===== config.mk =====
export PLATFORM = sky130hd
export DESIGN_NAME = mipsControl
export DESIGN_NICKNAME = d
export VERILOG_FILES = /design/src/rtl/controlPkg.sv /design/src/rtl/decodeBus.sv /design/src/rtl/instrDecoder.sv /design/src/rtl/phaseSequencer.sv /design/src/rtl/controlWordGen.sv /design/src/rtl/mipsControl.sv
export SDC_FILE = /design/constraint.sdc
export NUM_CORES = 1
export LEC_CHECK = 0
export ABC_AREA = 1
export ABC_CLOCK_PERIOD_IN_PS = 1400
export BUFFER_PORTS_ARGS = -buffer_cell sky130_fd_sc_hd__buf_2
export CORE_MARGIN = 3
export CORE_UTILIZATION = 35
export CTS_CLUSTER_SIZE = 20
export DETAILED_ROUTE_END_ITERATION = 12
export GPL_TIMING_DRIVEN = 0
export HOLD_SLACK_MARGIN = 0.03
export PLACE_DENSITY_LB_ADDON = 0.12
export SETUP_SLACK_MARGIN = 0.3
export SKIP_CTS_REPAIR_TIMING = 1
export SYNTH_ARGS = -nofsm -noshare
export SYNTH_HDL_FRONTEND = slang
export SYNTH_SLANG_ARGS = --single-unit

===== constraint.sdc =====
create_clock -name clock -period 1.4 [get_ports clock]
set_input_delay 0.21 -clock clock [delete_from_list [all_inputs] [get_ports clock]]
set_output_delay 0.21 -clock clock [all_outputs]
set_load 0.02 [all_outputs]

===== src/rtl/controlPkg.sv =====
`default_nettype none

package controlPkg;

    // Sequencer states
    typedef enum logic [5:0] {
        fetchAddr     = 6'd0,
        fetchWait     = 6'd1,
        fetchLoad     = 6'd2,
        decode        = 6'd3,
        execute       = 6'd4,
        aluWriteback  = 6'd5,
        linkWriteback = 6'd7,
        immWriteback  = 6'd8,
        mulDivWait    = 6'd9,
        branchResolve = 6'd11,
        waitState     = 6'd63
    } ctrlStateT;

    typedef enum logic [5:0] {
        opRType = 6'b000000,
        opJump  = 6'b000010,
        opJal   = 6'b000011,
        opBeq   = 6'b000100,
        opBne   = 6'b000101,
        opBle   = 6'b000110,
        opBgt   = 6'b000111,
        opAddi  = 6'b001000,
        opAddiu = 6'b001001
    } opcodeT;

    typedef enum logic [5:0] {
        fnJr   = 6'b001000,
        fnMfhi = 6'b010000,
        fnMflo = 6'b010010,
        fnMult = 6'b011000,
        fnDiv  = 6'b011010,
        fnAdd  = 6'b100000,
        fnSub  = 6'b100010,
        fnAnd  = 6'b100100,
        fnSlt  = 6'b101010
    } functT;

    typedef enum logic [3:0] {
        clsAluReg, clsAluImm,
        clsSetLess, clsJumpReg, clsMoveHi, clsMoveLo,
        clsMultiply, clsDivide,
        clsJump, clsJumpLink,
        clsBranch, clsIllegal
    } instrClassT;

    typedef enum logic [1:0] {
        brEqual, brNotEqual, brLessEqual, brGreater
    } branchCondT;

    typedef enum logic [2:0] {
        aluPass    = 3'b000,
        aluAdd     = 3'b001,
        aluSub     = 3'b010,
        aluAnd     = 3'b011,
        aluCompare = 3'b111
    } aluOpT;

    typedef enum logic [2:0] {
        pcHold         = 3'b000,
        pcAluResult    = 3'b001,
        pcBranchTarget = 3'b100,
        pcJumpTarget   = 3'b101,
        pcRegA         = 3'b111
    } pcSourceT;

    typedef enum logic [2:0] {
        srcBRegB         = 3'b000,
        srcBImmediate    = 3'b010,
        srcBFour         = 3'b011,
        srcBBranchOffset = 3'b101
    } aluSrcBT;

    typedef enum logic [2:0] {
        destRt = 3'b000,
        destRd = 3'b001,
        destRa = 3'b010
    } regDestT;

    // aluOut is the latched register and aluResult the live ALU output
    typedef enum logic [3:0] {
        dataAluOut    = 4'b0000,
        dataHiLo      = 4'b0001,
        dataLessThan  = 4'b0010,
        dataAluResult = 4'b1001
    } regDataT;

endpackage

`default_nettype wire


===== src/rtl/decodeBus.sv =====
`timescale 1ns/1ps
`default_nettype none

interface decodeBus import controlPkg::*; ();

    instrClassT instrClass;
    aluOpT      aluOp;
    branchCondT branchCond;
    logic       divSelect;

    modport producer (output instrClass, aluOp, branchCond, divSelect);

    modport sequencer (input instrClass);

    modport consumer (input instrClass, aluOp, branchCond, divSelect);

endinterface

`default_nettype wire


===== src/rtl/instrDecoder.sv =====
`timescale 1ns/1ps
`default_nettype none

module instrDecoder import controlPkg::*; (
    input  opcodeT   opcode,
    input  functT    funct,
    decodeBus.producer dec
);

    always_comb begin
        dec.instrClass = clsIllegal;
        dec.aluOp      = aluPass;
        dec.branchCond = brEqual;
        dec.divSelect  = 1'b0;
        case (opcode)
            opRType: begin
                case (funct)
                    fnAdd: begin
                        dec.instrClass = clsAluReg;
                        dec.aluOp      = aluAdd;
                    end
                    fnSub: begin
                        dec.instrClass = clsAluReg;
                        dec.aluOp      = aluSub;
                    end
                    fnAnd: begin
                        dec.instrClass = clsAluReg;
                        dec.aluOp      = aluAnd;
                    end
                    fnSlt: begin
                        dec.instrClass = clsSetLess;
                        dec.aluOp      = aluCompare;
                    end
                    fnJr:   dec.instrClass = clsJumpReg;
                    fnMfhi: dec.instrClass = clsMoveHi;
                    fnMflo: dec.instrClass = clsMoveLo;
                    fnMult: dec.instrClass = clsMultiply;
                    fnDiv: begin
                        dec.instrClass = clsDivide;
                        dec.divSelect  = 1'b1;
                    end
                    default: dec.instrClass = clsIllegal;
                endcase
            end
            opJump: dec.instrClass = clsJump;
            opJal:  dec.instrClass = clsJumpLink;
            opAddi, opAddiu: begin
                dec.instrClass = clsAluImm;
                dec.aluOp      = aluAdd;
            end
            opBeq, opBne, opBle, opBgt: begin
                dec.instrClass = clsBranch;
                dec.aluOp      = aluCompare;
                // Low two opcode bits order the four compare branches
                dec.branchCond = branchCondT'(opcode[1:0]);
            end
            default: dec.instrClass = clsIllegal;
        endcase
    end

endmodule

`default_nettype wire


===== src/rtl/phaseSequencer.sv =====
`timescale 1ns/1ps
`default_nettype none

module phaseSequencer import controlPkg::*; (
    input  logic      clock,
    input  logic      rst,
    decodeBus.sequencer dec,
    input  logic      multDone,
    input  logic      divDone,
    output ctrlStateT state
);

    ctrlStateT nextState;
    logic      unitDone;

    // Only the unit that was started can end the wait
    assign unitDone = (dec.instrClass == clsDivide) ? divDone : multDone;

    always_ff @(posedge clock) begin
        if (rst) begin
            state <= waitState;
        end else begin
            state <= nextState;
        end
    end

    always_comb begin
        nextState = waitState;
        case (state)
            fetchAddr: nextState = fetchWait;
            fetchWait: nextState = fetchLoad;
            fetchLoad: nextState = decode;
            decode:    nextState = execute;
            execute: begin
                case (dec.instrClass)
                    clsAluReg:   nextState = aluWriteback;
                    clsAluImm:   nextState = immWriteback;
                    clsJumpLink: nextState = linkWriteback;
                    clsBranch:   nextState = branchResolve;
                    clsMultiply,
                    clsDivide:   nextState = mulDivWait;
                    // jumps, slt, moves and undecodable codes end here
                    default:     nextState = waitState;
                endcase
            end
            aluWriteback,
            immWriteback,
            linkWriteback,
            branchResolve: nextState = waitState;
            mulDivWait: begin
                if (unitDone) begin
                    nextState = waitState;
                end else begin
                    nextState = mulDivWait;
                end
            end
            waitState: nextState = fetchAddr;
            default:   nextState = waitState;
        endcase
    end

endmodule

`default_nettype wire


===== src/rtl/controlWordGen.sv =====
`timescale 1ns/1ps
`default_nettype none

module controlWordGen import controlPkg::*; (
    input  ctrlStateT  state,
    decodeBus.consumer dec,
    input  logic       aluOverflow,
    input  logic       eq,
    input  logic       gt,
    input  logic       multDone,
    input  logic       divDone,
    output logic       pcWrite,
    output logic       irWrite,
    output logic [1:0] memAddr,
    output pcSourceT   pcSource,
    output aluOpT      aluControl,
    output aluSrcBT    aluSrcB,
    output logic       aluSrcA,
    output logic       regAWrite,
    output logic       regBWrite,
    output logic       aluOutWrite,
    output logic       regWrite,
    output regDestT    regDest,
    output regDataT    regData,
    output logic       hiLoSelect,
    output logic       hiSrc,
    output logic       loSrc,
    output logic       hiWrite,
    output logic       loWrite,
    output logic       multStart,
    output logic       divStart
);

    logic unitDone;
    logic branchTaken;

    assign unitDone = dec.divSelect ? divDone : multDone;

    always_comb begin
        case (dec.branchCond)
            brEqual:     branchTaken = eq;
            brNotEqual:  branchTaken = !eq;
            brLessEqual: branchTaken = !gt;
            default:     branchTaken = gt;
        endcase
    end

    // With no data stores, memory is always addressed by the PC
    assign memAddr = 2'b00;

    always_comb begin
        pcWrite     = 1'b0;
        irWrite     = 1'b0;
        pcSource    = pcHold;
        aluControl  = aluPass;
        aluSrcB     = srcBRegB;
        aluSrcA     = 1'b0;
        regAWrite   = 1'b0;
        regBWrite   = 1'b0;
        aluOutWrite = 1'b0;
        regWrite    = 1'b0;
        regDest     = destRt;
        regData     = dataAluOut;
        hiLoSelect  = 1'b0;
        hiSrc       = 1'b0;
        loSrc       = 1'b0;
        hiWrite     = 1'b0;
        loWrite     = 1'b0;
        multStart   = 1'b0;
        divStart    = 1'b0;
        case (state)
            fetchAddr: begin
                // PC + 4
                pcWrite    = 1'b1;
                pcSource   = pcAluResult;
                aluControl = aluAdd;
                aluSrcB    = srcBFour;
            end
            fetchLoad: irWrite = 1'b1;
            decode: begin
                // Branch target computed early into aluOut
                regAWrite   = 1'b1;
                regBWrite   = 1'b1;
                aluOutWrite = 1'b1;
                aluControl  = aluAdd;
                aluSrcB     = srcBBranchOffset;
            end
            execute: begin
                case (dec.instrClass)
                    clsAluReg, clsAluImm: begin
                        aluControl  = dec.aluOp;
                        aluSrcA     = 1'b1;
                        aluSrcB     = (dec.instrClass == clsAluImm) ? srcBImmediate : srcBRegB;
                        aluOutWrite = 1'b1;
                    end
                    clsJump: begin
                        pcWrite  = 1'b1;
                        pcSource = pcJumpTarget;
                    end
                    clsJumpLink: begin
                        pcWrite     = 1'b1;
                        pcSource    = pcJumpTarget;
                        // Return address captured before the PC changes
                        aluOutWrite = 1'b1;
                    end
                    clsJumpReg: begin
                        pcWrite  = 1'b1;
                        pcSource = pcRegA;
                    end
                    clsSetLess: begin
                        aluControl = dec.aluOp;
                        aluSrcA    = 1'b1;
                        regWrite   = 1'b1;
                        regDest    = destRd;
                        regData    = dataLessThan;
                    end
                    clsMoveHi, clsMoveLo: begin
                        regWrite   = 1'b1;
                        regDest    = destRd;
                        regData    = dataHiLo;
                        hiLoSelect = (dec.instrClass == clsMoveLo);
                    end
                    clsMultiply: multStart = 1'b1;
                    clsDivide:   divStart = 1'b1;
                    clsBranch: begin
                        aluControl = dec.aluOp;
                        aluSrcA    = 1'b1;
                        pcSource   = pcBranchTarget;
                    end
                    default: ;
                endcase
            end
            aluWriteback: begin
                // Overflow cancels the write and nothing else
                if (!aluOverflow) begin
                    regWrite = 1'b1;
                    regDest  = destRd;
                    regData  = dataAluResult;
                end
            end
            immWriteback: begin
                regWrite = 1'b1;
                regDest  = destRt;
            end
            linkWriteback: begin
                regWrite = 1'b1;
                regDest  = destRa;
            end
            branchResolve: begin
                aluControl = dec.aluOp;
                aluSrcA    = 1'b1;
                pcSource   = pcBranchTarget;
                pcWrite    = branchTaken;
            end
            mulDivWait: begin
                if (unitDone) begin
                    hiWrite = 1'b1;
                    loWrite = 1'b1;
                    hiSrc   = dec.divSelect;
                    loSrc   = dec.divSelect;
                end
            end
            default: ;
        endcase
    end

endmodule

`default_nettype wire


===== src/rtl/mipsControl.sv =====
`timescale 1ns/1ps
`default_nettype none

module mipsControl import controlPkg::*; (
    input  logic       clock,
    input  logic       rst,
    input  opcodeT     opcode,
    input  functT      funct,
    input  logic       aluOverflow,
    input  logic       eq,
    input  logic       gt,
    input  logic       multDone,
    input  logic       divDone,
    output logic       pcWrite,
    output logic       irWrite,
    output logic [1:0] memAddr,
    output pcSourceT   pcSource,
    output aluOpT      aluControl,
    output aluSrcBT    aluSrcB,
    output logic       aluSrcA,
    output logic       regAWrite,
    output logic       regBWrite,
    output logic       aluOutWrite,
    output logic       regWrite,
    output regDestT    regDest,
    output regDataT    regData,
    output logic       hiLoSelect,
    output logic       hiSrc,
    output logic       loSrc,
    output logic       hiWrite,
    output logic       loWrite,
    output logic       multStart,
    output logic       divStart,
    output ctrlStateT  state
);

    decodeBus decBus ();

    instrDecoder decoder (
        .opcode (opcode),
        .funct  (funct),
        .dec    (decBus.producer)
    );

    phaseSequencer sequencer (
        .clock    (clock),
        .rst      (rst),
        .dec      (decBus.sequencer),
        .multDone (multDone),
        .divDone  (divDone),
        .state    (state)
    );

    controlWordGen wordGen (
        .state       (state),
        .dec         (decBus.consumer),
        .aluOverflow (aluOverflow),
        .eq          (eq),
        .gt          (gt),
        .multDone    (multDone),
        .divDone     (divDone),
        .pcWrite     (pcWrite),
        .irWrite     (irWrite),
        .memAddr     (memAddr),
        .pcSource    (pcSource),
        .aluControl  (aluControl),
        .aluSrcB     (aluSrcB),
        .aluSrcA     (aluSrcA),
        .regAWrite   (regAWrite),
        .regBWrite   (regBWrite),
        .aluOutWrite (aluOutWrite),
        .regWrite    (regWrite),
        .regDest     (regDest),
        .regData     (regData),
        .hiLoSelect  (hiLoSelect),
        .hiSrc       (hiSrc),
        .loSrc       (loSrc),
        .hiWrite     (hiWrite),
        .loWrite     (loWrite),
        .multStart   (multStart),
        .divStart    (divStart)
    );

endmodule

`default_nettype wire


==> impl_metrics.yaml <==
status:
  status: "finished with violations"
  failed_checks: "negative setup slack"
sta:
  hold_ws_ns: 0.2021
  finalSetupViolCount: 30
  maxSlewViolCount: 0
  rsz0062_at_grt: "yes"
  final.setup.worst_slack_ns: -0.4934
  skew_ns: 0.01060
  fin_crit_ns: 1.893
  timing.fmax_ghz: 0.5282
  fin_tns_setup_ns: -9.481
  fin_crit_sh: 1.352
  hold_violations: 0
placement:
  placed_area_um2: 1595
  portBuffers: 52
  gp_congestion: 0.8613
  dpl_worst_slack_ns: -0.5371
  post-dp-hpwl_um: 2693
routing:
  drtPass1Iterations: 4
  routed-wl-met2_um: 2125
  drtAntennaViolNets: 0
  met3_length_um: 243
  drt-wirelength-per-cell_um: 13.16
  wl_met1_um: 1564
  drc: 0
  wirelength_um: 3947
  vias: 1537
  top_layer: "met4"
  via_per_inst: 5.123
  drt_iter0_drc: 63
finish:
  nFillCells: 213
  nNetsFinal: 289
  regMostFlops: "sequencer.state"
  mostFrequentLayoutCells: "buf_6 (31), nand2_1 (25), buf_4 (24)"
  final_common_cell: "buf_6"
  top_regs: "sequencer.state: 5 flops"
  antenna_cells: 0
  post-route-util: 0.7694
  seq_area_um2: 118.9
  area_growth_pct: 107.1
  largest_register_ff_count: 5
  drive_above_1_share: 0.6543
  fin_area_um2: 2158
  multi_input_area_um2: 1157
global_routing:
  grtUsageTotal: 0.1648
  grt_overflow: 0
  grt_pass1_wl_um: 4719
  grt_pass1_vias: 1117
  antenna_found_initial: 0
  grt_max_degree: 11
critical_path:
  r2r_start: "sequencer.state[1]$_SDFF_PP1_"
  rr_worst_depth: 9
  critPathArrivalTime_ns: 1.68
  endpoint_kind: "primary output"
  start_kind: "input port"
  crit_type: "input port to primary output"
  path_max_fanout: 6
  r2r_end: "sequencer.state[1]$_SDFF_PP1_"
  cp.required_ns: 1.19
  r2r_slack_ns: -0.08
synthesis:
  synth_top_area_share: 0.1405
  ys_types: 25
  synth_ff_type: "dfxtp_1"
  async_reset_ff_frac: 0
  syn-instance-count: 193
  syn_area_per_cell_um2: 5.400
  yosysSeqAreaShare: 0.09604
  yosys-top-cells-area: "nand2_1 (14%), inv_1 (12%), nand3_1 (11%)"
  yosys_warnings: 0
  ys_ff_latch: 5
  netlist_area_um2: 1042
  synth_area_leader_cell: "nand2_1"
  synth-edff-count: 0
min_path:
  worst_hold_path.endpoint: "sequencer.state[3]$_SDFF_PP1_"
  hp-start: "rst"
  hold_path.class: "input port to register"
  holdPathStages: 3
pwr:
  p_leak_nw: 1.118
  irDropWorstVdd_v: 0.0008415
  cellPowerDensity_nw_per_um2: 846.4
die:
  ios: 57
  initial_core_util: 0.3715
  core-area_um2: 2805
  fp.dieH_um: 60.57
  dieArea_um2: 3669
  rows: 19
  die_w_um: 60.57
cts:
  cts_root_buffer: "clkbuf_4"
  ctsHtreeMaxLevel: 1
  numCtsBuffers: 3
  clk_latency_ns: 0.25
  clockBufferDepth: 2
  path_clk_slew_ns: 0.04
  cts.sinks: 5
  cts_tree: "done"
job:
  max-cap-violations: 0
[power breakdown]
| part | internal, mW | leakage, nW | switching (mW) |
|---|---|---|---|
| clock | 0.108 | 0.0150 | 0.0681 |
| sequential | 0.245 | 0.0426 | 0.166 |
| combinational | 0.482 | 1.06 | 0.758 |
[critical path, stage by stage]
cell and delay, ns:
buf_6 0.09, nor2_4 0.24, inv_2 0.08, nor2_4 0.15, buf_4 0.14, nand2_2 0.08, nand2_2 0.10, nand4_1 0.16
nand3_2 0.14, nand2_4 0.08, nor2_4 0.08, buf_6 0.12
[cell families (layout without fill, tap and decap cells)]
logic type             count (synthesis)  count (layout)  synth area share
AOI/OAI and AO/OA                     17              17            0.1020
and+or+nand+nor                      123             123            0.6002
other                                  1               4          0.003598
DFF                                    5               5           0.09604
buffers and inverters                 47             120            0.1981
[worst max-delay path by stage]
stage | from | endpoint | slack (ns)
4_1_cts | opcode[0] | aluControl[1] | -0.54
3_5_place_dp | opcode[0] | aluControl[1] | -0.54
3_3_place_gp | opcode[0] | aluControl[1] | -0.54
5_1_grt | opcode[3] | aluControl[1] | -0.62
6_report | opcode[4] | aluControl[1] | -0.49
2_1_floorplan | opcode[5] | regDest[0] | -0.16
[synthesized netlist by cell type (3+ instances only)]
| cell type | count |
|---|---|
| buf_4 | 8 |
| dfxtp_1 | 5 |
| inv_1 | 34 |
| inv_2 | 4 |
| nand2_1 | 39 |
| nand3_1 | 22 |
| nand3_2 | 4 |
| nand4_1 | 10 |
| nor2_1 | 28 |
| nor2_2 | 3 |
| nor2_4 | 6 |
| nor3_1 | 6 |
| o21ai_0 | 8 |
[stage by stage]
step | instances | power [mW]
floorplan | 196 | 1.036
global placement | 279 | 1.260
detailed placement | 279 | 1.266
CTS | 283 | 1.442
global route | 300 | 1.951
finish | 300 | 1.827
[cell type report]
| cell class | count | share of cell area |
|---|---|---|
| Multi-Input combinational cell | 144 | 0.5362 |
| Sequential cell | 5 | 0.05507 |
| Timing Repair Buffer | 69 | 0.2614 |
| Buffer | 9 | 0.04174 |
| Clock buffer | 4 | 0.01217 |
| Inverter | 38 | 0.07536 |
| Tap cell | 31 | 0.01797 |
[per-layer routing]
metal	vias up	global-route usage
li1	776	-
met1	702	0.2386
met2	56	0.2580
met3	3	0.01915
met4	0	0.04334
met5	-	0
No activity file was read; power rests on OpenSTA's default activity.
